### config.mk
export PLATFORM = sky130hd
export DESIGN_NAME = operand_fetch_flat
export DESIGN_NICKNAME = d
export VERILOG_FILES = /design/src/hdl/npu_pkg.sv /design/src/hdl/npu_ifs.sv /design/src/hdl/operand_fetch.sv /design/src/flat_wrapper.sv
export VERILOG_INCLUDE_DIRS = /design/src /design/src/include
export SDC_FILE = /design/constraint.sdc
export NUM_CORES = 2
export LEC_CHECK = 0
export BUFFER_PORTS_ARGS = -buffer_cell sky130_fd_sc_hd__buf_4
export CAP_MARGIN = 20
export CELL_PAD_IN_SITES_DETAIL_PLACEMENT = 2
export CELL_PAD_IN_SITES_GLOBAL_PLACEMENT = 2
export CORE_ASPECT_RATIO = 0.5
export CORE_MARGIN = 2
export CORE_UTILIZATION = 30
export CTS_BUF_LIST = sky130_fd_sc_hd__clkbuf_4
export CTS_CLUSTER_DIAMETER = 80
export DETAILED_ROUTE_END_ITERATION = 16
export PLACE_DENSITY = 0.55
export SETUP_SLACK_MARGIN = 0.4
export SLEW_MARGIN = 20
export SYNTH_ARGS = -nofsm -noshare
export SYNTH_HDL_FRONTEND = slang
export SYNTH_SLANG_ARGS = --single-unit
### constraint.sdc
create_clock -name s00_axis_aclk -period 17.35 [get_ports s00_axis_aclk]
set_input_delay 1.735 -clock s00_axis_aclk [delete_from_list [all_inputs] [get_ports s00_axis_aclk]]
set_output_delay 1.735 -clock s00_axis_aclk [all_outputs]
set_load 0.02 [all_outputs]
### src/include/npu_consts.svh
/*
 * sizes of the convolution engine, shared by package and RTL
 * image up to 16x16, kernel up to 4x4, one result per output pixel
 * changing a depth also changes the address types in npu_pkg
 */
`ifndef NPU_CONSTS_SVH
`define NPU_CONSTS_SVH

// pixel and weight width, signed
`define NPU_DATA_W 8

// result width, wide enough for 16 taps of extreme values
`define NPU_ACC_W 24

// row or column count, 0..16
`define NPU_DIM_W 5

// buffer depths
`define NPU_IMG_DEPTH 256
`define NPU_KER_DEPTH 16
`define NPU_RES_DEPTH 256

`endif
### src/hdl/npu_pkg.sv
/*
 * types of the convolution engine
 * address widths follow the buffer depths in npu_consts.svh
 */
`include "npu_consts.svh"

package npu_pkg;

    // signed pixel or weight
    typedef logic signed [`NPU_DATA_W-1:0] pixel_t;

    // product sum and output word
    typedef logic signed [`NPU_ACC_W-1:0] acc_t;

    // rows or columns
    typedef logic [`NPU_DIM_W-1:0] dim_t;

    // image and result buffer address
    typedef logic [$clog2(`NPU_IMG_DEPTH)-1:0] buf_addr_t;

    // kernel buffer address
    typedef logic [$clog2(`NPU_KER_DEPTH)-1:0] ker_addr_t;

    // control flow, one job per pass
    typedef enum logic [2:0] {
        LOAD_IMG,
        LOAD_KER,
        CONV,
        DRAIN,
        STREAM
    } ctrl_state_t;

endpackage

### src/hdl/npu_ifs.sv
/*
 * internal buses of the convolution engine
 * all three are single-cycle and have no stall
 */

// buffer write port, one strobe per accepted input beat
interface load_if import npu_pkg::*; ();
    logic      img_we;
    logic      ker_we;
    buf_addr_t wr_addr;
    pixel_t    wr_data;

    modport ctrl (output img_we, ker_we, wr_addr, wr_data);
    modport buffer (input img_we, ker_we, wr_addr, wr_data);
endinterface

// one kernel tap of one output window per clock
interface window_if import npu_pkg::*; ();
    logic valid;
    logic first;
    logic last;
    dim_t out_row;
    dim_t out_col;
    dim_t ker_row;
    dim_t ker_col;
    dim_t img_cols;
    dim_t ker_cols;

    modport ctrl (
        output valid, first, last, out_row, out_col, ker_row, ker_col, img_cols, ker_cols
    );
    modport buffer (
        input valid, first, last, out_row, out_col, ker_row, ker_col, img_cols, ker_cols
    );
endinterface

// operand pair for the MAC, window markers delayed to match
interface operand_if import npu_pkg::*; ();
    logic   valid;
    logic   first;
    logic   last;
    pixel_t pixel;
    pixel_t weight;

    modport source (output valid, first, last, pixel, weight);
    modport sink (input valid, first, last, pixel, weight);
endinterface

### src/hdl/operand_fetch.sv
/*
 * image and kernel buffers with window addressing
 * both reads are registered, so operands trail the window by one cycle
 */
`include "npu_consts.svh"

module operand_fetch import npu_pkg::*; (
    input  logic      s00_axis_aclk,
    load_if.buffer    ld,
    window_if.buffer  win,
    operand_if.source op
);

    pixel_t    img_mem [`NPU_IMG_DEPTH];
    pixel_t    ker_mem [`NPU_KER_DEPTH];
    buf_addr_t img_addr;
    ker_addr_t ker_addr;

    // frames are stored row-major from address 0
    always_ff @(posedge s00_axis_aclk) begin
        if (ld.img_we) begin
            img_mem[ld.wr_addr] <= ld.wr_data;
        end
        if (ld.ker_we) begin
            ker_mem[ker_addr_t'(ld.wr_addr)] <= ld.wr_data;
        end
    end

    // (out_row + ker_row) * img_cols + out_col + ker_col
    always_comb begin
        img_addr = buf_addr_t'(win.out_row + win.ker_row) * buf_addr_t'(win.img_cols)
                 + buf_addr_t'(win.out_col) + buf_addr_t'(win.ker_col);
        ker_addr = ker_addr_t'(win.ker_row) * ker_addr_t'(win.ker_cols)
                 + ker_addr_t'(win.ker_col);
    end

    always_ff @(posedge s00_axis_aclk) begin
        op.pixel  <= img_mem[img_addr];
        op.weight <= ker_mem[ker_addr];
    end

    // markers follow the data
    always_ff @(posedge s00_axis_aclk) begin
        op.valid <= win.valid;
        op.first <= win.first;
        op.last  <= win.last;
    end

endmodule

### src/flat_wrapper.sv
// flat-port wrapper written by rule: the top's interface ports become plain ports
module operand_fetch_flat import npu_pkg::*;
  (s00_axis_aclk, ld_img_we, ld_ker_we, ld_wr_addr, ld_wr_data, win_valid, win_first, win_last, win_out_row, win_out_col, win_ker_row, win_ker_col, win_img_cols, win_ker_cols, op_valid, op_first, op_last, op_pixel, op_weight);
  load_if ld_i ();
  window_if win_i ();
  operand_if op_i ();
  input  logic s00_axis_aclk;
  input wire logic [$bits(ld_i.img_we)-1:0] ld_img_we;
  input wire logic [$bits(ld_i.ker_we)-1:0] ld_ker_we;
  input wire logic [$bits(ld_i.wr_addr)-1:0] ld_wr_addr;
  input wire logic [$bits(ld_i.wr_data)-1:0] ld_wr_data;
  input wire logic [$bits(win_i.valid)-1:0] win_valid;
  input wire logic [$bits(win_i.first)-1:0] win_first;
  input wire logic [$bits(win_i.last)-1:0] win_last;
  input wire logic [$bits(win_i.out_row)-1:0] win_out_row;
  input wire logic [$bits(win_i.out_col)-1:0] win_out_col;
  input wire logic [$bits(win_i.ker_row)-1:0] win_ker_row;
  input wire logic [$bits(win_i.ker_col)-1:0] win_ker_col;
  input wire logic [$bits(win_i.img_cols)-1:0] win_img_cols;
  input wire logic [$bits(win_i.ker_cols)-1:0] win_ker_cols;
  output wire logic [$bits(op_i.valid)-1:0] op_valid;
  output wire logic [$bits(op_i.first)-1:0] op_first;
  output wire logic [$bits(op_i.last)-1:0] op_last;
  output wire logic [$bits(op_i.pixel)-1:0] op_pixel;
  output wire logic [$bits(op_i.weight)-1:0] op_weight;
  assign ld_i.img_we = ld_img_we;
  assign ld_i.ker_we = ld_ker_we;
  assign ld_i.wr_addr = ld_wr_addr;
  assign ld_i.wr_data = ld_wr_data;
  assign win_i.valid = win_valid;
  assign win_i.first = win_first;
  assign win_i.last = win_last;
  assign win_i.out_row = win_out_row;
  assign win_i.out_col = win_out_col;
  assign win_i.ker_row = win_ker_row;
  assign win_i.ker_col = win_ker_col;
  assign win_i.img_cols = win_img_cols;
  assign win_i.ker_cols = win_ker_cols;
  assign op_valid = op_i.valid;
  assign op_first = op_i.first;
  assign op_last = op_i.last;
  assign op_pixel = op_i.pixel;
  assign op_weight = op_i.weight;
  operand_fetch u_core (.s00_axis_aclk(s00_axis_aclk), .ld(ld_i), .win(win_i), .op(op_i));
endmodule
==> impl_metrics.xml <==
<?xml version="1.0" encoding="UTF-8"?>
<metrics>
  <group name="pwr">
    <metric name="power_density" unit="nW/um^2">176</metric>
    <metric name="p_leak" unit="nW">30.4</metric>
    <metric name="vdd.ir_drop.worst" unit="mV">0.226</metric>
  </group>
  <group name="clock_network">
    <metric name="cts-htree-levels" unit="">6</metric>
    <metric name="numCtsBuffers" unit="">551</metric>
    <metric name="postCtsSetupBuffers" unit="">0</metric>
    <metric name="cts.path.max_buffers" unit="">4</metric>
    <metric name="post_cts_resized" unit="">0</metric>
    <metric name="tritoncts" unit="">built</metric>
    <metric name="tritoncts_num_sinks" unit="">2195</metric>
    <metric name="clock_tree.root_cell" unit="">clkbuf_4</metric>
    <metric name="hold_bufs_inserted_after_cts" unit="">0</metric>
    <metric name="worstSkewPairLatency" unit="ns">1.28</metric>
    <metric name="clkTransAtPathRegs" unit="ns">0.06</metric>
  </group>
  <group name="timing">
    <metric name="fin_tns_setup" unit="ns">0</metric>
    <metric name="highest_attainable_clock_frequency" unit="MHz">117</metric>
    <metric name="finalClockSkew" unit="ns">0.138</metric>
    <metric name="finalSetupViolations" unit="">0</metric>
    <metric name="count_of_endpoints_failing_hold_in_the_final_timing_report" unit="">0</metric>
    <metric name="timing.final.crit_share" unit="">0.493</metric>
    <metric name="finalHoldWorstSlack" unit="ns">0.672</metric>
    <metric name="slew_at_the_pin_closest_to_its_max_slew_limit" unit="ns">1.26</metric>
    <metric name="timing.slew.headroom" unit="">0.156</metric>
    <metric name="final.min_clock_period" unit="ns">8.55</metric>
    <metric name="slew_viol_final" unit="">0</metric>
    <metric name="unrepaired_setup_endpoints_after_global_routing" unit="">no</metric>
  </group>
  <group name="synthesis">
    <metric name="synth.yosys.seq_area_share" unit="">0.762</metric>
    <metric name="syn-cell-area" unit="sq um">86300</metric>
    <metric name="yosys-top-cells-area" unit="">edfxtp_1, mux4_2, nor2_1</metric>
    <metric name="synth.avg_cell_area" unit="sq um">22.1</metric>
    <metric name="synth.ff_latch_count" unit="">2195</metric>
    <metric name="postSynth.topFlopCell" unit="">edfxtp_1</metric>
    <metric name="synth_cell_types" unit="">58</metric>
    <metric name="postSynth.asyncResetShare" unit="">0</metric>
    <metric name="synth.yosys.warnings" unit="">0</metric>
    <metric name="synth_area_leader_cell" unit="">edfxtp_1</metric>
    <metric name="mappedNetlistNets" unit="">3997</metric>
    <metric name="synth_edf_count" unit="">2176</metric>
    <metric name="synthCells" unit="">3896</metric>
    <metric name="synth_top_area_frac" unit="">0.757</metric>
  </group>
  <group name="routing">
    <metric name="detail_route.drc_violations" unit="">0</metric>
    <metric name="via_per_inst" unit="">5.02</metric>
    <metric name="first_pass_iters" unit="">5</metric>
    <metric name="num_vias" unit="">42900</metric>
    <metric name="drt-wirelength-per-cell" unit="um">29.9</metric>
    <metric name="detail-route-antenna-nets" unit="">0</metric>
    <metric name="drt-total-wl" unit="um">255000</metric>
    <metric name="number_of_drc_markers_in_iteration_0" unit="">4168</metric>
  </group>
  <group name="final_layout">
    <metric name="layout.nets" unit="">4473</metric>
    <metric name="fillers" unit="">27800</metric>
    <metric name="area_growth" unit="%">13.5</metric>
    <metric name="finalInstanceArea" unit="sq um">97900</metric>
    <metric name="multiInputGateArea" unit="sq um">19400</metric>
    <metric name="final_layout_size_suffix_gt1_frac" unit="">0.348</metric>
    <metric name="seq_area" unit="sq um">65700</metric>
    <metric name="final_core_util" unit="">0.342</metric>
  </group>
  <group name="floorplan">
    <metric name="placeableCoreArea" unit="sq um">286000</metric>
    <metric name="initial_utilization" unit="">0.301</metric>
    <metric name="rows" unit="">139</metric>
    <metric name="fp.dieArea" unit="sq um">292000</metric>
    <metric name="boundaryPins" unit="">71</metric>
    <metric name="die_w" unit="um">762</metric>
    <metric name="dieHeight" unit="um">383</metric>
  </group>
  <group name="global_route">
    <metric name="overflow" unit="">0</metric>
    <metric name="pin_count_of_the_biggest_net_entering_global_routing" unit="">181</metric>
    <metric name="first_global_vias" unit="">46800</metric>
    <metric name="number_of_antenna_violations_at_the_first_check_in_global_routing" unit="">32</metric>
    <metric name="met2_usage" unit="">0.278</metric>
    <metric name="grt.total_usage" unit="">0.173</metric>
    <metric name="grt_use_met3" unit="">0.0314</metric>
    <metric name="busiest_metal_layer_after_global_routing" unit="">met2</metric>
    <metric name="grtUsageMet1" unit="">0.243</metric>
    <metric name="grt_first_pass_wirelength" unit="um">360000</metric>
  </group>
  <group name="worst_setup_path">
    <metric name="worst-setup-path-type" unit="">in2reg</metric>
    <metric name="timing.critical_path.to_type" unit="">flop</metric>
    <metric name="timing.critical_path.arrival" unit="ns">9.67</metric>
    <metric name="worst_r2r_path_cells" unit="">8</metric>
    <metric name="crit_required" unit="ns">18.46</metric>
    <metric name="critical_path_peak_fanout" unit="">34</metric>
    <metric name="startpoint_type" unit="">input port</metric>
  </group>
  <group name="placement">
    <metric name="postPlaceCellArea" unit="sq um">91300</metric>
    <metric name="placer_congestion_estimate" unit="">0.758</metric>
    <metric name="buffer_ports.inserted" unit="">69</metric>
    <metric name="hpwlAfterDp" unit="um">149000</metric>
  </group>
  <group name="hold_path">
    <metric name="hold_depth" unit="">1</metric>
    <metric name="holdCritPathClass" unit="">in2reg</metric>
  </group>
  <group name="status">
    <metric name="run_status" unit="">finished clean</metric>
  </group>
  <group name="job">
    <metric name="maxCapViolations" unit="">0</metric>
  </group>
</metrics>
[per-layer routing]
layer | vias to the layer above | share of wire
li1 | 17600 | -
met1 | 23400 | 0.44
met2 | 1606 | 0.48
met3 | 339 | 0.066
met4 | 4 | 0.019
met5 | - | 0.00013
[registers in the layout, summed over array words and instances (netlist names)]
signal	flops
u_core.ker_mem	128
u_core.op.pixel	8
u_core.op.last	1
u_core.op.weight	8
u_core.op.first	1
u_core.img_mem	2048
u_core.op.valid	1
[logic make-up (layout without fill, tap and decap cells)]
kind of cell | Yosys count | in the layout | share of synthesized area
and+or+nand+nor | 588 | 588 | 0.0293
other | 0 | 15 | 0
AOI/OAI and AO/OA | 99 | 99 | 0.00902
xor gates and xnor gates | 20 | 20 | 0.00236
muxes | 690 | 690 | 0.174
adders and majority gates | 49 | 49 | 0.00893
buffers and inverters | 255 | 1078 | 0.0142
DFF | 2195 | 2195 | 0.762
[final timing paths]
kind | start | to | slack, ns
setup / recovery | win_ker_row[0] | u_core.op.pixel[6] | 8.80
hold / removal | win_last | u_core.op.last | 0.67
setup reg to reg | u_core.img_mem[83][3] | u_core.op.pixel[3] | 14.37
hold reg to reg | u_core.ker_mem[11][1] | u_core.op.weight[1] | 0.79
[where the power goes]
group	internal, mW	switching [mW]
Sequential	5.88	0.0266
Combinational	2.31	4.74
Clock	2.15	2.16
Total	10.3	6.93
[Yosys cell counts (26+ instances only)]
master and count:
clkbuf_1 115, buf_4 28, nand3_1 49, mux2i_1 36
edfxtp_1 2176, and2_1 26, ha_1 28, buf_2 55
inv_1 32, nand2_1 156, and3_1 29, nor2_1 282
mux4_2 649
[cell type report]
type,count,area share
clock buffers,774,0.0593
flip-flops and latches,2195,0.671
clock inverters,126,0.00722
well taps,3807,0.0486
repair buffers,146,0.0135
inverters,32,0.00123
multi-input cells,1446,0.199
diodes,15,0.000383
[per-stage QoR]
step	setup WS [ns]	std cells	power [mW]
after floorplan	10.17	3896	9.74
after global placement	7.45	7622	13.1
after detailed placement	7.47	7622	13.1
after CTS	8.88	8522	17.5
after global routing	8.56	8530	18.0
final	8.80	8541	17.3
[critical path, stage by stage]
cell and delay (ns):
buf_4 0.11, ha_1 0.17, inv_1 0.06, fa_1 0.40
nand2b_1 0.16, a21oi_1 0.16, xor2_1 0.33, and2_1 0.21
fa_1 0.45, fa_1 0.55, inv_1 0.05, fa_1 0.48
inv_1 0.05, fa_1 0.44, ha_1 0.36, o21a_1 0.18
nand2_1 0.06, buf_4 0.30, nand2_8 0.34, buf_4 0.70
buf_4 0.59, mux4_2 0.68, mux2i_1 0.19, o22ai_1 0.18
mux2i_1 0.45, mux2i_1 0.14
[layout by cell type, fill, tap and decap left out, drive strengths merged, types with 8 or more instances in the layout]
cell type  netlist  final
dfxtp           19     19
xnor2           14     14
clkbuf         115    775
buf            108    145
a311oi          12     12
nand3           49     49
ha              28     28
and3            29     29
nor2           282    282
nand2b           8      8
a21oi            8      8
edfxtp        2176   2176
and2            26     26
nand2          157    157
mux4           649    649
fa              21     21
inv             32     53
a211oi          16     16
nor2b           14     14
nand4           14     14
clkinvlp         0      8
diode            0     15
mux2i           36     36
clkinv           0     90
No activity file was read; power rests on OpenSTA's default activity.
