File: src/include/npu_consts.svh
/*
 * sizes of the convolution engine, shared by package and RTL
 * image up to 16x16, kernel up to 4x4, one result per output pixel
 * changing a depth also changes the address types in npu_pkg
 */
`ifndef NPU_CONSTS_SVH
`define NPU_CONSTS_SVH

// pixel and weight width, signed
`define NPU_DATA_W 8

// result width, wide enough for 16 taps of extreme values
`define NPU_ACC_W 24

// row or column count, 0..16
`define NPU_DIM_W 5

// buffer depths
`define NPU_IMG_DEPTH 256
`define NPU_KER_DEPTH 16
`define NPU_RES_DEPTH 256

`endif
File: src/hdl/npu_pkg.sv
/*
 * types of the convolution engine
 * address widths follow the buffer depths in npu_consts.svh
 */
`include "npu_consts.svh"

package npu_pkg;

    // signed pixel or weight
    typedef logic signed [`NPU_DATA_W-1:0] pixel_t;

    // product sum and output word
    typedef logic signed [`NPU_ACC_W-1:0] acc_t;

    // rows or columns
    typedef logic [`NPU_DIM_W-1:0] dim_t;

    // image and result buffer address
    typedef logic [$clog2(`NPU_IMG_DEPTH)-1:0] buf_addr_t;

    // kernel buffer address
    typedef logic [$clog2(`NPU_KER_DEPTH)-1:0] ker_addr_t;

    // control flow, one job per pass
    typedef enum logic [2:0] {
        LOAD_IMG,
        LOAD_KER,
        CONV,
        DRAIN,
        STREAM
    } ctrl_state_t;

endpackage

File: src/hdl/npu_ifs.sv
/*
 * internal buses of the convolution engine
 * all three are single-cycle and have no stall
 */

// buffer write port, one strobe per accepted input beat
interface load_if import npu_pkg::*; ();
    logic      img_we;
    logic      ker_we;
    buf_addr_t wr_addr;
    pixel_t    wr_data;

    modport ctrl (output img_we, ker_we, wr_addr, wr_data);
    modport buffer (input img_we, ker_we, wr_addr, wr_data);
endinterface

// one kernel tap of one output window per clock
interface window_if import npu_pkg::*; ();
    logic valid;
    logic first;
    logic last;
    dim_t out_row;
    dim_t out_col;
    dim_t ker_row;
    dim_t ker_col;
    dim_t img_cols;
    dim_t ker_cols;

    modport ctrl (
        output valid, first, last, out_row, out_col, ker_row, ker_col, img_cols, ker_cols
    );
    modport buffer (
        input valid, first, last, out_row, out_col, ker_row, ker_col, img_cols, ker_cols
    );
endinterface


File: src/hdl/conv_ctrl.sv
/*
 * job control: load image, load kernel, sweep windows, drain, stream
 * dimensions are taken from tuser on the first beat of each frame
 * input is closed from the end of the kernel frame until the stream is done
 */
module conv_ctrl import npu_pkg::*; (
    input  logic       s00_axis_aclk,
    input  logic       rst_i,
    input  pixel_t     s_axis_tdata_i,
    input  logic [9:0] s_axis_tuser_i,
    input  logic       s_axis_tvalid_i,
    input  logic       s_axis_tlast_i,
    output logic       s_axis_tready_o,
    load_if.ctrl       ld,
    window_if.ctrl     win,
    output logic       stream_start_o,
    input  logic       stream_done_i
);

    ctrl_state_t state;
    logic        beat;
    logic        frame_first;
    buf_addr_t   wr_addr_q;
    logic        drain_cnt;

    dim_t tuser_rows, tuser_cols;
    dim_t img_rows, img_cols, ker_rows, ker_cols;
    dim_t out_rows, out_cols;
    dim_t out_row, out_col, ker_row, ker_col;
    logic ker_col_end, ker_row_end, out_col_end, out_row_end;
    logic win_final;

    // ************************************************************
    // input side
    // ************************************************************
    assign s_axis_tready_o = (state == LOAD_IMG) || (state == LOAD_KER);
    assign beat = s_axis_tvalid_i && s_axis_tready_o;
    assign {tuser_rows, tuser_cols} = s_axis_tuser_i;

    assign ld.img_we  = beat && (state == LOAD_IMG);
    assign ld.ker_we  = beat && (state == LOAD_KER);
    assign ld.wr_addr = wr_addr_q;
    assign ld.wr_data = s_axis_tdata_i;

    // beat counter restarts at every tlast
    always_ff @(posedge s00_axis_aclk) begin
        if (rst_i) begin
            wr_addr_q   <= '0;
            frame_first <= 1'b1;
        end else if (beat) begin
            wr_addr_q   <= s_axis_tlast_i ? '0 : wr_addr_q + 1'b1;
            frame_first <= s_axis_tlast_i;
        end
    end

    always_ff @(posedge s00_axis_aclk) begin
        if (beat && frame_first) begin
            if (state == LOAD_IMG) begin
                img_rows <= tuser_rows;
                img_cols <= tuser_cols;
            end else begin
                ker_rows <= tuser_rows;
                ker_cols <= tuser_cols;
            end
        end
    end

    // ************************************************************
    // window sweep with kernel column innermost
    // ************************************************************
    assign out_rows    = img_rows - ker_rows + 1'b1;
    assign out_cols    = img_cols - ker_cols + 1'b1;
    assign ker_col_end = (ker_col == ker_cols - 1'b1);
    assign ker_row_end = (ker_row == ker_rows - 1'b1);
    assign out_col_end = (out_col == out_cols - 1'b1);
    assign out_row_end = (out_row == out_rows - 1'b1);

    assign win.valid    = (state == CONV);
    assign win.first    = win.valid && (ker_row == '0) && (ker_col == '0);
    assign win.last     = win.valid && ker_row_end && ker_col_end;
    assign win.out_row  = out_row;
    assign win.out_col  = out_col;
    assign win.ker_row  = ker_row;
    assign win.ker_col  = ker_col;
    assign win.img_cols = img_cols;
    assign win.ker_cols = ker_cols;
    assign win_final    = win.last && out_col_end && out_row_end;

    // all counters wrap to zero on the final tap so the next job starts clean
    always_ff @(posedge s00_axis_aclk) begin
        if (rst_i) begin
            out_row <= '0;
            out_col <= '0;
            ker_row <= '0;
            ker_col <= '0;
        end else if (state == CONV) begin
            ker_col <= ker_col_end ? '0 : ker_col + 1'b1;
            if (ker_col_end) begin
                ker_row <= ker_row_end ? '0 : ker_row + 1'b1;
                if (ker_row_end) begin
                    out_col <= out_col_end ? '0 : out_col + 1'b1;
                    if (out_col_end) begin
                        out_row <= out_row_end ? '0 : out_row + 1'b1;
                    end
                end
            end
        end
    end

    // ************************************************************
    // FSM
    // ************************************************************
    always_ff @(posedge s00_axis_aclk) begin
        if (rst_i) begin
            state          <= LOAD_IMG;
            drain_cnt      <= 1'b0;
            stream_start_o <= 1'b0;
        end else begin
            stream_start_o <= 1'b0;
            case (state)
                LOAD_IMG: if (beat && s_axis_tlast_i) state <= LOAD_KER;
                LOAD_KER: if (beat && s_axis_tlast_i) state <= CONV;
                CONV:     if (win_final) state <= DRAIN;
                DRAIN: begin
                    // two cycles so the last sum reaches the result buffer
                    drain_cnt <= ~drain_cnt;
                    if (drain_cnt) begin
                        state          <= STREAM;
                        stream_start_o <= 1'b1;
                    end
                end
                STREAM:   if (stream_done_i) state <= LOAD_IMG;
                default:  state <= LOAD_IMG;
            endcase
        end
    end

    a_ker_col_range: assert property (@(posedge s00_axis_aclk) disable iff (rst_i)
        win.valid |-> win.ker_col < win.ker_cols);

    // once closed after the kernel frame, input reopens only on stream done
    a_no_beat_outside_load: assert property (@(posedge s00_axis_aclk) disable iff (rst_i)
        !s_axis_tready_o && !stream_done_i |=> !s_axis_tready_o);

endmodule

File: src/flat_wrapper.sv
// flat-port wrapper written by rule: the top's interface ports become plain ports
module conv_ctrl_flat import npu_pkg::*;
  (s00_axis_aclk, rst_i, s_axis_tdata_i, s_axis_tuser_i, s_axis_tvalid_i, s_axis_tlast_i, s_axis_tready_o, stream_start_o, stream_done_i, ld_img_we, ld_ker_we, ld_wr_addr, ld_wr_data, win_valid, win_first, win_last, win_out_row, win_out_col, win_ker_row, win_ker_col, win_img_cols, win_ker_cols);
  load_if ld_i ();
  window_if win_i ();
  input  logic s00_axis_aclk;
  input  logic rst_i;
  input  pixel_t s_axis_tdata_i;
  input  logic [9:0] s_axis_tuser_i;
  input  logic s_axis_tvalid_i;
  input  logic s_axis_tlast_i;
  output logic s_axis_tready_o;
  output logic stream_start_o;
  input  logic stream_done_i;
  output wire logic [$bits(ld_i.img_we)-1:0] ld_img_we;
  output wire logic [$bits(ld_i.ker_we)-1:0] ld_ker_we;
  output wire logic [$bits(ld_i.wr_addr)-1:0] ld_wr_addr;
  output wire logic [$bits(ld_i.wr_data)-1:0] ld_wr_data;
  output wire logic [$bits(win_i.valid)-1:0] win_valid;
  output wire logic [$bits(win_i.first)-1:0] win_first;
  output wire logic [$bits(win_i.last)-1:0] win_last;
  output wire logic [$bits(win_i.out_row)-1:0] win_out_row;
  output wire logic [$bits(win_i.out_col)-1:0] win_out_col;
  output wire logic [$bits(win_i.ker_row)-1:0] win_ker_row;
  output wire logic [$bits(win_i.ker_col)-1:0] win_ker_col;
  output wire logic [$bits(win_i.img_cols)-1:0] win_img_cols;
  output wire logic [$bits(win_i.ker_cols)-1:0] win_ker_cols;
  assign ld_img_we = ld_i.img_we;
  assign ld_ker_we = ld_i.ker_we;
  assign ld_wr_addr = ld_i.wr_addr;
  assign ld_wr_data = ld_i.wr_data;
  assign win_valid = win_i.valid;
  assign win_first = win_i.first;
  assign win_last = win_i.last;
  assign win_out_row = win_i.out_row;
  assign win_out_col = win_i.out_col;
  assign win_ker_row = win_i.ker_row;
  assign win_ker_col = win_i.ker_col;
  assign win_img_cols = win_i.img_cols;
  assign win_ker_cols = win_i.ker_cols;
  conv_ctrl u_core (.s00_axis_aclk(s00_axis_aclk), .rst_i(rst_i), .s_axis_tdata_i(s_axis_tdata_i), .s_axis_tuser_i(s_axis_tuser_i), .s_axis_tvalid_i(s_axis_tvalid_i), .s_axis_tlast_i(s_axis_tlast_i), .s_axis_tready_o(s_axis_tready_o), .ld(ld_i), .win(win_i), .stream_start_o(stream_start_o), .stream_done_i(stream_done_i));
endmodule
File: config.mk
export PLATFORM = sky130hd
export DESIGN_NAME = conv_ctrl_flat
export DESIGN_NICKNAME = d
export VERILOG_FILES = /design/src/hdl/npu_pkg.sv /design/src/hdl/npu_ifs.sv /design/src/hdl/conv_ctrl.sv /design/src/flat_wrapper.sv
export VERILOG_INCLUDE_DIRS = /design/src /design/src/include
export SDC_FILE = /design/constraint.sdc
export NUM_CORES = 1
export LEC_CHECK = 0
export ABC_CLOCK_PERIOD_IN_PS = 2200
export BUFFER_PORTS_ARGS = -buffer_cell sky130_fd_sc_hd__buf_2
export CAP_MARGIN = 20
export CORE_ASPECT_RATIO = 1.4
export CORE_MARGIN = 2
export CORE_UTILIZATION = 25
export CTS_BUF_LIST = sky130_fd_sc_hd__clkbuf_4
export DETAILED_ROUTE_END_ITERATION = 8
export GPL_ROUTABILITY_DRIVEN = 0
export GPL_TIMING_DRIVEN = 0
export PLACE_DENSITY = 0.51
export SLEW_MARGIN = 15
export SYNTH_ARGS = -nofsm -noshare
export SYNTH_HDL_FRONTEND = slang
export SYNTH_SLANG_ARGS = --single-unit
File: constraint.sdc
create_clock -name s00_axis_aclk -period 2.2 [get_ports s00_axis_aclk]
set_input_delay 0.11 -clock s00_axis_aclk [delete_from_list [all_inputs] [get_ports s00_axis_aclk]]
set_output_delay 0.11 -clock s00_axis_aclk [all_outputs]
set_load 0.02 [all_outputs]
==> metrics <==
post-synthesis sequential element count 54; clock tree from TritonCTS yes; FILL cells 1238; class of the most critical hold timing path in2reg; Die W about 96 um; unique cell type count in the Yosys netlist 42; depth of the worst register-to-register path 11; EDFF count, synth 20; final critical-path share of the clock period 1.04; Gate Count Post-Synth 303; leak pwr 1.67 nW; Setup Total Neg Slack -0.625 ns; initial antenna violation count 0; final hold violations 0; crit path capture u_core.win.out_row[4]$_SDFFE_PP0P_; arrival time of the worst setup path 2.56 ns; number of levels in the clock H-tree 2; clock slew seen by the registers of the worst setup and hold paths roughly 0.15 ns; fraction of the mapped netlist area in adder cells 0.0850; number of endpoints failing setup at the final stage 13; post-synthesis xor/xnor area fraction 0.143; violated checks negative setup slack; YS warnings 0; total global-route track usage 0.114; DRT iter0 DRCs 78; fraction of layout instances using a drive strength above 1 0.336; Syn Area/Cell 9.82 um2; floorplan die area 12800 um2; power density over cell area 507 nW/um2; overall power of the completed layout roughly 2 mW; die span in y between 100 and 150 um; Max Clock Freq 439 MHz; element type at the critical path end register; Final Max Tran Viols 0; Core Footprint ~12000 um2; proportion of netlist area held by the largest area contributor 0.229; Syn-to-layout area delta 32.3%; clock tree skew after final layout 0.0225 ns; number of standard-cell rows in the floorplan 47; Clk Latency, worst-skew pair 0.39 ns; simple-gate portion of the synthesized area 0.203; most instantiated flip-flop cell in the synthesis netlist sky130_fd_sc_hd__dfxtp_1; starting utilization of the core area 0.254; fin crit period 2.28 ns; count leader, synth sky130_fd_sc_hd__dfxtp_1; Compound-Gate Fraction of Synth Area 0.0770; synthesized netlist net count 345; portion of netlist area occupied by mux cells 0; first-pass GRT wire length approximately 11000 um; worst setup path category reg2reg; Slew @ Worst Pin 0.481 ns; post-synthesis async set-or-reset flop share 0; library cell occupying the most area in the post-synthesis netlist sky130_fd_sc_hd__dfxtp_1; net count reported at finish 446; DRT antenna net count 0; unrepaired setup endpoints after global routing yes; via total after detailed routing 2457; final routed wirelength across all metal layers about 7100 um; peak ir drop on the vdd network 0.000304 V; Vias/cell 4.45; Data required, critical path 2.48 ns; root buf cell sky130_fd_sc_hd__clkbuf_4; dominant cells by area after synthesis sky130_fd_sc_hd__dfxtp_1 23%, sky130_fd_sc_hd__edfxtp_1 20%, sky130_fd_sc_hd__ha_1 7.2%; top fanout value on the critical path 10; outcome finished with violations; count of TritonRoute iterations in the first routing pass 4; placed wire-length estimate ~5300 um; max-slew headroom at the worst pin 0.680; top cell types by occurrence after synthesis 34 x sky130_fd_sc_hd__dfxtp_1, 31 x sky130_fd_sc_hd__nor2_1, 24 x sky130_fd_sc_hd__xnor2_1; Sinks on Clock Net 54; main combinational cell family by area after synthesis simple AND/OR/NAND/NOR gates; Cell Area, Synth 2970 um2; Worst Setup Slack, final -0.0796 ns; worst reg2reg startpoint u_core.win.img_cols[0]$_DFFE_PP_; max-cap viol count 0; number of ports placed on the die boundary 76; Clock Path Buffers 2; CP startpoint kind register; total clock buffers created by CTS 5; startpoint of the worst setup timing path u_core.win.img_cols[0]$_DFFE_PP_; maximum number of pins on one net before global-route repair 16; DRC viols 0; number of global-route vias before repair between 2000 and 2500; total overflow reported by the global router 0; Worst R2R End u_core.win.out_row[4]$_SDFFE_PP0P_; R2R setup slack -0.08 ns; diode insertion count for antenna repair 0; routed length per placed instance 12.9 um; share of synthesized area occupied by flip-flops and latches 0.431; Port Buffer Count 67
==> cell type report <==
class | count | area [um2] | area share
timing repair buffer | 94 | 577 | 0.147
tap | 147 | 184 | 0.0467
multi-input combinational | 212 | 1630 | 0.414
clock inverter | 1 | 30.0 | 0.00763
sequential | 54 | 1280 | 0.326
clock buffer | 7 | 52.6 | 0.0134
buffer | 16 | 101 | 0.0258
inverter | 21 | 78.8 | 0.0200
==> report_power, final <==
part           switching (mW)  total, mW  leakage, nW  internal [mW]
combinational           0.179      0.325         1.16          0.146
clock                   0.314      0.580       0.0463          0.266
sequential             0.0211       1.09        0.460           1.07
total                   0.514       2.00         1.67           1.48
==> logic make-up after synthesis <==
group / after synthesis
and+or+nand+nor: 109
DFF: 54
xor gates and xnor gates: 47
AOI/OAI and AO/OA: 37
buffers and inverters: 37
adders and majority gates: 19
==> worst max-delay path, cell delays in order, from the launching register on <==
cell and delay [ns]:
sky130_fd_sc_hd__edfxtp_1 0.40, sky130_fd_sc_hd__inv_1 0.07, sky130_fd_sc_hd__ha_2 0.19, sky130_fd_sc_hd__inv_2 0.04, sky130_fd_sc_hd__fa_2 0.35, sky130_fd_sc_hd__a21o_1 0.18
sky130_fd_sc_hd__a21oi_2 0.17, sky130_fd_sc_hd__xnor2_2 0.10, sky130_fd_sc_hd__nor4_4 0.28, sky130_fd_sc_hd__buf_6 0.18, sky130_fd_sc_hd__a21boi_2 0.16, sky130_fd_sc_hd__o32ai_1 0.08
==> metrics by stage <==
| stage | hold slack, ns | instance area (um2) | setup slack (ns) | util | std cells |
|---|---|---|---|---|---|
| final | 0.0375 | 3940 | -0.0796 | 0.336 | 552 |
| after detailed placement | 0.305 | 3540 | -0.340 | 0.302 | 518 |
| after global routing | 0.0428 | 3940 | -0.185 | 0.336 | 552 |
| after global placement | 0.302 | 3530 | -0.307 | 0.302 | 517 |
| after CTS | 0.0276 | 3820 | -0.0773 | 0.326 | 544 |
| after floorplan | 0.209 | 3010 | -0.138 | - | 303 |
==> metal layers <==
metal / wire length (um) / global-route usage
met5: 0 / 0
met2: 3620 / 0.199
met3: 394 / 0.0194
met1: 3000 / 0.140
met4: 92 / 0.0357
==> flip-flops by register name, indices dropped and copies added, names as in the netlist, 3 cells and up <==
register             cells
u_core.img_rows          5
u_core.ker_rows          5
u_core.ld.wr_addr        8
u_core.state             3
u_core.win.img_cols      5
u_core.win.ker_col       5
u_core.win.ker_cols      5
u_core.win.ker_row       5
u_core.win.out_col       5
u_core.win.out_row       5
==> cells in the final DEF (no fill, tap or decap), drive strengths merged, types with 10 or more instances in the layout <==
cell type / n
edfxtp: 20
xor2: 22
xnor2: 24
nand2: 15
dfxtp: 34
clkbuf: 13
a21oi: 17
inv: 21
nor2: 31
nand3: 16
buf: 94
ha: 17
dlygate4sd3: 10
==> how the worst min path moves through the flow <==
| stage | slack [ns] | from | cells past startpoint | end |
|---|---|---|---|---|
| after global routing | 0.04 | rst_i | 3 | u_core.win.out_row[4]$_SDFFE_PP0P_ |
| after global placement | 0.30 | s_axis_tuser_i[3] | 1 | u_core.win.img_cols[3]$_DFFE_PP_ |
| after CTS | 0.03 | rst_i | 3 | u_core.win.out_row[4]$_SDFFE_PP0P_ |
| final | 0.04 | rst_i | 3 | u_core.win.out_row[4]$_SDFFE_PP0P_ |
| after floorplan | 0.21 | s_axis_tuser_i[5] | 0 | u_core.img_rows[0]$_DFFE_PP_ |
| after detailed placement | 0.31 | s_axis_tuser_i[8] | 1 | u_core.ker_rows[3]$_DFFE_PP_ |
==> repair_timing <==
action / CTS / global route
gates cloned: 0 / 0
pin swaps: 7 / 5
setup buffers: 8 / 8
resized for setup: 9 / 15
hold endpoints to repair: 20 / 0
hold buffers: 10 / 0
setup endpoints to repair: 14 / 35
Power figures use the tool's default switching activity.
