$ cat config.mk
export PLATFORM = sky130hd
export DESIGN_NAME = mac_unit_flat
export DESIGN_NICKNAME = d
export VERILOG_FILES = /design/src/hdl/npu_pkg.sv /design/src/hdl/npu_ifs.sv /design/src/hdl/mac_unit.sv /design/src/flat_wrapper.sv
export VERILOG_INCLUDE_DIRS = /design/src /design/src/include
export SDC_FILE = /design/constraint.sdc
export NUM_CORES = 1
export LEC_CHECK = 0
export ABC_AREA = 1
export ABC_CLOCK_PERIOD_IN_PS = 14100
export BUFFER_PORTS_ARGS = -buffer_cell sky130_fd_sc_hd__clkbuf_2
export CAP_MARGIN = 20
export CORE_UTILIZATION = 56
export DETAILED_ROUTE_END_ITERATION = 6
export HOLD_SLACK_MARGIN = 0.03
export PLACE_DENSITY = 0.76
export SYNTH_ARGS = -nofsm -noshare
export SYNTH_HDL_FRONTEND = slang
export SYNTH_SLANG_ARGS = --single-unit
$ cat constraint.sdc
create_clock -name s00_axis_aclk -period 14.1 [get_ports s00_axis_aclk]
set_input_delay 0.705 -clock s00_axis_aclk [delete_from_list [all_inputs] [get_ports s00_axis_aclk]]
set_output_delay 0.705 -clock s00_axis_aclk [all_outputs]
set_load 0.03 [all_outputs]
$ cat src/include/npu_consts.svh
/*
 * sizes of the convolution engine, shared by package and RTL
 * image up to 16x16, kernel up to 4x4, one result per output pixel
 * changing a depth also changes the address types in npu_pkg
 */
`ifndef NPU_CONSTS_SVH
`define NPU_CONSTS_SVH

// pixel and weight width, signed
`define NPU_DATA_W 8

// result width, wide enough for 16 taps of extreme values
`define NPU_ACC_W 24

// row or column count, 0..16
`define NPU_DIM_W 5

// buffer depths
`define NPU_IMG_DEPTH 256
`define NPU_KER_DEPTH 16
`define NPU_RES_DEPTH 256

`endif
$ cat src/hdl/npu_pkg.sv
/*
 * types of the convolution engine
 * address widths follow the buffer depths in npu_consts.svh
 */
`include "npu_consts.svh"

package npu_pkg;

    // signed pixel or weight
    typedef logic signed [`NPU_DATA_W-1:0] pixel_t;

    // product sum and output word
    typedef logic signed [`NPU_ACC_W-1:0] acc_t;

    // rows or columns
    typedef logic [`NPU_DIM_W-1:0] dim_t;

    // image and result buffer address
    typedef logic [$clog2(`NPU_IMG_DEPTH)-1:0] buf_addr_t;

    // kernel buffer address
    typedef logic [$clog2(`NPU_KER_DEPTH)-1:0] ker_addr_t;

    // control flow, one job per pass
    typedef enum logic [2:0] {
        LOAD_IMG,
        LOAD_KER,
        CONV,
        DRAIN,
        STREAM
    } ctrl_state_t;

endpackage

$ cat src/hdl/npu_ifs.sv
/*
 * internal buses of the convolution engine
 * all three are single-cycle and have no stall
 */


// operand pair for the MAC, window markers delayed to match
interface operand_if import npu_pkg::*; ();
    logic   valid;
    logic   first;
    logic   last;
    pixel_t pixel;
    pixel_t weight;

    modport source (output valid, first, last, pixel, weight);
    modport sink (input valid, first, last, pixel, weight);
endinterface

$ cat src/hdl/mac_unit.sv
/*
 * signed multiply-accumulate over one kernel window
 * the sum is valid for one cycle after the last tap
 */
module mac_unit import npu_pkg::*; (
    input  logic     s00_axis_aclk,
    input  logic     rst_i,
    operand_if.sink  op,
    output logic     res_valid_o,
    output acc_t     res_data_o
);

    logic signed [2*$bits(pixel_t)-1:0] product;
    acc_t                               acc;

    assign product = op.pixel * op.weight;

    // first tap restarts the sum
    always_ff @(posedge s00_axis_aclk) begin
        if (op.valid) begin
            if (op.first) begin
                acc <= acc_t'(product);
            end else begin
                acc <= acc + acc_t'(product);
            end
        end
    end

    always_ff @(posedge s00_axis_aclk) begin
        if (rst_i) begin
            res_valid_o <= 1'b0;
        end else begin
            res_valid_o <= op.valid && op.last;
        end
    end

    // holds the finished window while the next one starts
    assign res_data_o = acc;

    a_markers_need_valid: assert property (@(posedge s00_axis_aclk) disable iff (rst_i)
        (op.first || op.last) |-> op.valid);

endmodule

$ cat src/flat_wrapper.sv
// flat-port wrapper written by rule: the top's interface ports become plain ports
module mac_unit_flat import npu_pkg::*;
  (s00_axis_aclk, rst_i, res_valid_o, res_data_o, op_valid, op_first, op_last, op_pixel, op_weight);
  operand_if op_i ();
  input  logic s00_axis_aclk;
  input  logic rst_i;
  output logic res_valid_o;
  output acc_t res_data_o;
  input wire logic [$bits(op_i.valid)-1:0] op_valid;
  input wire logic [$bits(op_i.first)-1:0] op_first;
  input wire logic [$bits(op_i.last)-1:0] op_last;
  input wire logic [$bits(op_i.pixel)-1:0] op_pixel;
  input wire logic [$bits(op_i.weight)-1:0] op_weight;
  assign op_i.valid = op_valid;
  assign op_i.first = op_first;
  assign op_i.last = op_last;
  assign op_i.pixel = op_pixel;
  assign op_i.weight = op_weight;
  mac_unit u_core (.s00_axis_aclk(s00_axis_aclk), .rst_i(rst_i), .op(op_i), .res_valid_o(res_valid_o), .res_data_o(res_data_o));
endmodule
==> results.sh, run 1 <==
export IMPL_num_vias=4834
export IMPL_crit_buf_inv=7
export IMPL_hold_path_depth=2
export IMPL_dieWidth_um=99.21
export IMPL_final_common_cell="nand2_1"
export IMPL_startpoint="op_weight[2]"
export IMPL_finalNetCount=938
export IMPL_start_kind="primary input"
export IMPL_routed_wl_met3_um=523
export IMPL_ys_seq_area_frac=0.1400
export IMPL_rows=35
export IMPL_syn_avg_cell_area_um2=6.819
export IMPL_r2r_end="u_core.res_data_o[14]"
export IMPL_critPathKind="in2reg"
export IMPL_wl_met1_um=5344
export IMPL_drt_iter0_drc=329
export IMPL_cts_setup_buffers=0
export IMPL_endpoint="u_core.res_data_o[23]"
export IMPL_cts_tree="built"
export IMPL_run_status="complete, no violations"
export IMPL_fin_crit_sh=0.4470
export IMPL_crit_path_end_kind="flip-flop"
export IMPL_fin_setup_tns_ns=0
export IMPL_critPathMaxStageDelay_ns=0.62
export IMPL_dr_pass1_iters=5
export IMPL_cts_buffer_depth=2
export IMPL_antenna_left=0
export IMPL_final_layout_size_suffix_gt1_frac=0.07692
export IMPL_grt_max_degree=26
export IMPL_drc=0
export IMPL_hold_path_class="in2reg"
export IMPL_wl_per_cell_um=12.80
export IMPL_dpl_hpwl_um=10150
export IMPL_yosys_warnings=0
export IMPL_worst_path_stages=31
export IMPL_fp_dieH_um=99.21
export IMPL_ios=46
export IMPL_overflow=0
export IMPL_synthCells=776
export IMPL_cts_resized=0
export IMPL_cts_sinks=25
export IMPL_grt_pass1_wl_um=21140
export IMPL_ff2ff_path_depth=10
export IMPL_rr_startpoint="u_core.res_data_o[0]"
export IMPL_rrSetupSlack_ns=11.73
export IMPL_hold_violations=0
export IMPL_synthFlopType="edfxtp_1"
export IMPL_synthArstFlopShare=0
export IMPL_routed_top_layer="met4"
export IMPL_cts_clk_slew_worst_paths_ns=0.09
export IMPL_hold_buffers=0
export IMPL_initial_core_util=0.5754
export IMPL_rsz0062_at_grt="false"
export IMPL_grt_pass1_vias=4774
export IMPL_synth_nets=907
export IMPL_cts_made_buffers=3
export IMPL_fillers=896
export IMPL_clockRootBuffer="clkbuf_8"
export IMPL_synth_edf_count=24
export IMPL_port_buffers=45
export IMPL_yosys_register_bits=25
export IMPL_wl_met2_um=5782
export IMPL_design_die_area_um2=9842
export IMPL_max_slew_margin=0.5546
export IMPL_antennaDiodeCount=0
export IMPL_maxSlewViolCount=0
export IMPL_syn_area_um2=5291
export IMPL_cap_violations=0
export IMPL_antenna_found_initial=0
export IMPL_core_um2=9196
export IMPL_cts_max_level=1
export IMPL_required_ns=14.15
export IMPL_fin_crit_ns=6.303
export IMPL_critPathArrivalTime_ns=6.35
export IMPL_synthDistinctLibCells=32
export IMPL_avgViaCountPerCell=5.272
export IMPL_slowest_stage="fa_1"
export IMPL_final_cell_mix="nand2_1, inv_1, fa_1, ha_1"
export IMPL_worst_pin_slew_ns=0.6680
export IMPL_area_growth_pct=6.337
export IMPL_crit_top_cell="nand2_1"
export IMPL_insertion_delay_ns=0.29
export IMPL_totalWireLength_um=11740
export IMPL_max_clock_freq_mhz=158.6
export IMPL_skew_ns=0.01366
export IMPL_gp_congestion=0.9078
export IMPL_grtUsageTotal=0.2635
export IMPL_crit_family="adder cells"
export IMPL_finalSetupViolCount=0
export IMPL_cp_max_fo=13
kinds of logic (layout without fill, tap and decap cells):
family,count (synthesis),count (layout),synth area share
flip-flops,25,25,0.1400
adder cells (fa/ha/maj),110,110,0.3396
buffers and inverters,211,241,0.1509
AND/OR/NAND/NOR,342,342,0.2696
AO/OA/AOI/OAI,73,73,0.07520
XOR/XNOR,15,15,0.02483
Yosys cell counts (all sizes together), types with 6 or more instances:
cell	instances	share of area
a21oi	38	0.037
clkbuf	16	0.011
edfxtp	24	0.14
fa	56	0.21
ha	54	0.13
inv	191	0.14
nand2	233	0.17
nand3	46	0.044
nand4	13	0.015
nor2	37	0.026
o21ai	27	0.027
or2	6	0.0071
xor2	10	0.017
worst reg2reg max path, cell delays in order (launching register included):
cell and delay (ns):
edfxtp_1 0.41, ha_1 0.28, fa_1 0.45, nand3_1 0.11
nand2_1 0.15, nand3_1 0.11, nand2_1 0.10, nand2_1 0.08
nand4_1 0.17, nor2_1 0.17, o21ai_1 0.08
through the flow:
stage	instance area (µm²)	cells	utilization	setup WS [ns]	hold WS, ns
global placement	5578	913	0.6065	7.738	0.6601
global route	5627	917	0.6118	7.297	0.5665
CTS	5627	917	0.6118	7.778	0.5759
finish	5627	917	0.6118	7.797	0.5754
detailed placement	5578	913	0.6065	7.504	0.7000
floorplan	5291	776	-	8.160	0.7765
worst min-delay path by stage:
stage | from | end | slack (ns)
after global routing | rst_i | u_core.res_valid_o | 0.57
after floorplan | rst_i | u_core.res_valid_o | 0.78
after CTS | rst_i | u_core.res_valid_o | 0.58
after detailed placement | u_core.res_data_o[0] | u_core.res_data_o[0] | 0.70
final | rst_i | u_core.res_valid_o | 0.58
after global placement | u_core.res_data_o[0] | u_core.res_data_o[0] | 0.66
cell type report:
cell class,instances,area (µm²),share of cell area
clock buffer,3,41.29,0.007338
clock inverter,1,7.507,0.001334
inverter,192,720.7,0.1281
multi-input combinational,540,3752,0.6669
sequential,25,740.7,0.1316
tap,111,138.9,0.02468
timing repair buffer,45,225.2,0.04003
routing by layer:
metal | GRT usage | vias up
met5 | 0 | -
met4 | 0.03054 | 0
met3 | 0.02530 | 12
met2 | 0.4722 | 121
met1 | 0.3566 | 2278
li1 | - | 2423
sequential cells by signal, summed over array words and instances (netlist names):
signal              flops
u_core.res_valid_o      1
u_core.res_data_o      24
Power of run 1 is left out: the tool's default activity adds up to more than one toggle a clock period on the data nets, which glitch-free logic cannot reach.
==> inputs of run 2 (changes only) <==
- ABC_AREA: 1 -> 0
- ABC_CLOCK_PERIOD_IN_PS: 14100 -> 6300
- clock period: 14.1 -> 6.3 ns (I/O delays scaled with it)
==> results.sh, run 2 <==
export IMPL_synthTopCellsByCount="inv_1, fa_1, ha_1"
export IMPL_final_cell_mix="inv_1, fa_1, ha_1, and2_1, clkbuf_2"
export IMPL_insertion_delay_ns=0.28
export IMPL_cts_buffer_depth=2
export IMPL_rrSetupSlack_ns=3.45
export IMPL_area_growth_pct=8.817
export IMPL_skew_ns=0.007791
export IMPL_yosys_warnings=0
export IMPL_top_usage_layer="met2"
export IMPL_fp_dieH_um=93.59
export IMPL_startpoint="op_pixel[0]"
export IMPL_required_ns=6.32
export IMPL_dpl_cell_count=655
export IMPL_ios=46
export IMPL_grt_max_degree=38
export IMPL_cts_resized=0
export IMPL_cts_made_buffers=3
export IMPL_avgViaCountPerCell=5.489
export IMPL_drt_iter0_drc=106
export IMPL_critPathArrivalTime_ns=5.98
export IMPL_grtUsageTotal=0.2273
export IMPL_finalNetCount=686
export IMPL_core_um2=8175
export IMPL_post_synth_top_count_cell="inv_1"
export IMPL_finalSetupViolCount=0
export IMPL_dieWidth_um=93.59
export IMPL_rsz0062_at_grt="false"
export IMPL_dr_pass1_iters=7
export IMPL_num_vias=3617
export IMPL_crit_top_cell="fa_1"
export IMPL_gp_congestion=0.9133
export IMPL_hold_violations=0
export IMPL_cts_max_level=1
export IMPL_syn_avg_cell_area_um2=9.246
export IMPL_use_met3=0.009756
export IMPL_synth_nets=639
export IMPL_cap_violations=0
export IMPL_synthFlopType="edfxtp_1"
export IMPL_fin_setup_tns_ns=0
export IMPL_maxSlewViolCount=0
export IMPL_synth_edf_count=24
export IMPL_path_cells="clkbuf_2 -> nand2b_1 -> fa_1 -> fa_1 -> inv_1 -> fa_1 -> inv_1 -> fa_1 -> inv_1 -> ha_1 -> o21a_2 -> a2111oi_4 -> o31ai_2 -> o31ai_4 -> xnor2_2 -> ha_1 -> a21o_1 -> a21o_1 -> a221oi_1 -> o21ai_1 -> a31oi_1 -> xor2_1 -> o21ai_1"
export IMPL_design_die_area_um2=8758
export IMPL_slowest_stage="fa_1"
export IMPL_critPathKind="in2reg"
export IMPL_totalWireLength_um=9418
export IMPL_fin_crit_sh=0.9452
export IMPL_run_status="finished, violations left"
export IMPL_rr_startpoint="u_core.res_data_o[0]"
export IMPL_grt_pass1_vias=3556
export IMPL_final_layout_size_suffix_gt1_frac=0.1300
export IMPL_max_clock_freq_mhz=167.9
export IMPL_crit_path_end_kind="flip-flop"
export IMPL_synthDistinctLibCells=55
export IMPL_cts_clk_slew_worst_paths_ns=0.10
export IMPL_synthArstFlopShare=0
export IMPL_grt_pass1_wl_um=15820
export IMPL_clockRootBuffer="clkbuf_8"
export IMPL_antennaDiodeCount=0
export IMPL_antenna_left=0
export IMPL_ys_seq_area_frac=0.1577
export IMPL_dpl_hpwl_um=7885
export IMPL_cp_max_fo=8
export IMPL_initial_core_util=0.5745
export IMPL_wl_per_cell_um=14.29
export IMPL_fin_crit_ns=5.955
export IMPL_hold_buffers=0
export IMPL_synthCells=508
export IMPL_yosys_register_bits=25
export IMPL_port_buffers=45
export IMPL_worstHoldStart="rst_i"
export IMPL_violations="design-rule violations"
export IMPL_largest_reg_flops=24
export IMPL_overflow=0
export IMPL_cts_tree="built"
export IMPL_grtUsageMet2=0.3958
export IMPL_max_slew_margin=0.4848
export IMPL_antenna_found_initial=0
export IMPL_cts_setup_buffers=0
export IMPL_fin_cells=659
export IMPL_worst_pin_slew_ns=0.7728
export IMPL_synth_top_area_share=0.2387
export IMPL_cts_sinks=25
export IMPL_final_common_cell="inv_1"
export IMPL_rows=33
export IMPL_use_met1=0.3091
export IMPL_synth_area_leader_cell="fa_1"
export IMPL_synthTopCellsByArea="fa_1, edfxtp_1, ha_1"
export IMPL_critPathMaxStageDelay_ns=0.54
export IMPL_start_kind="primary input"
export IMPL_drc=1
export IMPL_hold_path_class="in2reg"
export IMPL_syn_area_um2=4697
==> run 2: cell count changes after synthesis, sizes merged, moves of 13 or more <==
cell	before	now
nand2	233	30
and2	1	47
a21oi	38	25
xnor2	5	20
nor2	37	16
nand3	46	4
inv	191	91
==> run 2: final cells by class <==
| type | instances | area, µm² |
|---|---|---|
| clock buffers | 3 | 41.29 |
| clock inverters | 1 | 5.005 |
| fillers | 728 | 3064 |
| inverters | 91 | 341.6 |
| multi-input cells | 383 | 3581 |
| flip-flops and latches | 25 | 740.7 |
| well taps | 105 | 131.4 |
| repair buffers | 51 | 270.3 |
==> run 2: critical path: cells and delay by family <==
kind | cells | cell delay [ns]
compound gates | 10 | 2.14
xor+xnor | 2 | 0.29
fa+ha+maj | 6 | 2.77
buf+inv | 4 | 0.28
simple gates | 1 | 0.18
==> run 2: layer usage <==
layer	wire, µm	up-vias
met4	143	0
met2	4498	109
li1	-	1781
met5	0	-
met3	343	13
met1	4433	1714
==> run 2: logic make-up (layout without fill, tap and decap cells) <==
logic type,Yosys count,in the layout,synth area share
multiplexers,6,6,0.01412
flip-flops,25,25,0.1577
AND/OR/NAND/NOR,124,124,0.1428
buffers and inverters,100,146,0.07991
XOR/XNOR,37,37,0.07059
AO/OA/AOI/OAI,106,106,0.1524
adder cells (fa/ha/maj),110,110,0.3825
==> run 2: final timing paths <==
check | cells past startpoint | to
worst min-delay path | 2 | u_core.res_valid_o
worst min register to register | 2 | u_core.res_data_o[0]
worst max register to register | 9 | u_core.res_data_o[20]
worst max-delay path | 23 | u_core.res_data_o[22]
==> run 2: metrics by stage <==
stage,setup slack (ns),utilization,instance area [µm²],hold WS (ns)
3_5_place_dp,0.06858,0.6195,5065,0.4778
3_3_place_gp,0.1708,0.6195,5065,0.4729
4_1_cts,0.3403,0.6252,5111,0.1782
6_report,0.3455,0.6252,5111,0.1777
5_1_grt,0.06598,0.6252,5111,0.1692
2_1_floorplan,0.2865,-,4697,0.3865
Power of run 2 is left out for the same reason.
==> inputs of run 3 (changes only) <==
- CORE_ASPECT_RATIO: unset -> 0.6
==> results.sh, run 3 (same netlist as run 2, synthesis figures left out) <==
export IMPL_drc=0
export IMPL_critPathKind="in2reg"
export IMPL_avgViaCountPerCell=5.578
export IMPL_fin_setup_tns_ns=0
export IMPL_dpl_hpwl_um=8668
export IMPL_hold_violations=0
export IMPL_run_status="complete, no violations"
export IMPL_worst_hold_slack_ns=0.2151
export IMPL_cts_sinks=25
export IMPL_initial_core_util=0.5866
export IMPL_fp_dieH_um=72.94
export IMPL_final_common_cell="inv_1"
export IMPL_rr_startpoint="u_core.res_data_o[0]"
export IMPL_max_clock_freq_mhz=164.2
export IMPL_wl_per_cell_um=15.81
export IMPL_hold_end="u_core.res_valid_o"
export IMPL_design_die_area_um2=8770
export IMPL_grt_max_degree=38
export IMPL_crit_path_end_kind="flip-flop"
export IMPL_rows=25
export IMPL_gp_congestion=0.8900
export IMPL_drt_iter0_drc=243
export IMPL_antenna_found_initial=0
export IMPL_skew_ns=0.004641
export IMPL_worstHoldStart="rst_i"
export IMPL_totalWireLength_um=10500
export IMPL_num_vias=3704
export IMPL_final_cell_mix="inv_1, fa_1, ha_1, and2_1, clkbuf_2"
export IMPL_dr_pass1_iters=4
export IMPL_ios=46
export IMPL_antennaDiodeCount=0
export IMPL_cap_violations=0
export IMPL_clockRootBuffer="clkbuf_16"
export IMPL_grtUsageTotal=0.2502
export IMPL_port_buffers=45
export IMPL_cts_buffer_depth=2
export IMPL_area_growth_pct=10.42
export IMPL_critPathArrivalTime_ns=6.08
export IMPL_cts_made_buffers=3
export IMPL_fin_crit_ns=6.090
export IMPL_cts_tree="built"
export IMPL_dieWidth_um=120.2
export IMPL_max_slew_margin=0.4766
export IMPL_largest_reg_flops=24
export IMPL_maxSlewViolCount=0
export IMPL_finalSetupViolCount=0
export IMPL_hold_path_class="in2reg"
export IMPL_start_kind="primary input"
export IMPL_grt_pass1_wl_um=17180
export IMPL_cts_max_level=1
export IMPL_finalNetCount=688
export IMPL_worst_pin_slew_ns=0.7851
export IMPL_fin_area_um2=5186
export IMPL_place_area_um2=5084
export IMPL_rrSetupSlack_ns=3.50
export IMPL_insertion_delay_ns=0.27
export IMPL_overflow=0
export IMPL_required_ns=6.29
export IMPL_antenna_left=0
export IMPL_core_um2=8008
export IMPL_cts_resized=0
export IMPL_rsz0062_at_grt="true"
export IMPL_cts_setup_buffers=0
export IMPL_hold_buffers=0
export IMPL_grt_pass1_vias=3510
export IMPL_fin_crit_sh=0.9667
export IMPL_r2r_end="u_core.res_data_o[20]"
export IMPL_cts_clk_slew_worst_paths_ns=0.07
export IMPL_ff2ff_path_depth=9
export IMPL_fillers=706
export IMPL_hold_path_depth=2
export IMPL_cp_max_fo=9
export IMPL_final_layout_size_suffix_gt1_frac=0.1385
run 3: how the worst max path moves through the flow:
stage,from,to,depth (start not counted)
5_1_grt,op_weight[7],u_core.res_data_o[22],22
3_3_place_gp,op_weight[3],u_core.res_data_o[22],24
2_1_floorplan,op_pixel[7],u_core.res_data_o[22],22
3_5_place_dp,op_weight[7],u_core.res_data_o[22],23
6_report,op_weight[7],u_core.res_data_o[22],23
4_1_cts,op_weight[7],u_core.res_data_o[22],24
run 3: routing by layer:
| metal | vias to the layer above | track usage | part of all wire |
|---|---|---|---|
| met5 | - | 0 | 0 |
| met3 | 9 | 0.03594 | 0.057 |
| li1 | 1782 | - | - |
| met1 | 1813 | 0.3870 | 0.49 |
| met2 | 100 | 0.3812 | 0.44 |
| met4 | 0 | 0.03018 | 0.0057 |
run 3: cell type report:
class	instances	area (µm²)	share of cell area
Inverter	91	341.6	0.06586
Multi-Input combinational cell	383	3600	0.6941
Clock buffer	3	75.07	0.01448
Sequential cell	25	740.7	0.1428
Timing Repair Buffer	53	289.0	0.05573
Tap cell	108	135.1	0.02606
Clock inverter	1	5.005	0.0009650
run 3: critical path, cell delays in order:
cell and delay (ns):
clkbuf_2 0.19, nand2b_1 0.11, fa_1 0.53, fa_1 0.57
inv_1 0.06, fa_1 0.55, inv_1 0.06, fa_1 0.53
inv_1 0.04, ha_1 0.31, o21a_2 0.17, a2111oi_4 0.41
o31ai_2 0.17, o31ai_4 0.23, xnor2_2 0.20, ha_1 0.32
a21o_1 0.19, a21o_1 0.18, a221oi_2 0.33, o21ai_1 0.11
a31oi_1 0.20, xor2_1 0.21, o21ai_1 0.10
run 3: metrics by stage:
stage          worst slack (ns)  utilization  instances
2_1_floorplan            0.2865            -        508
3_3_place_gp            0.05382       0.6348        660
4_1_cts                  0.1230       0.6448        664
5_1_grt                -0.04190       0.6477        664
3_5_place_dp           -0.06950       0.6348        660
6_report                 0.2099       0.6477        664
Power of run 3 is left out for the same reason.
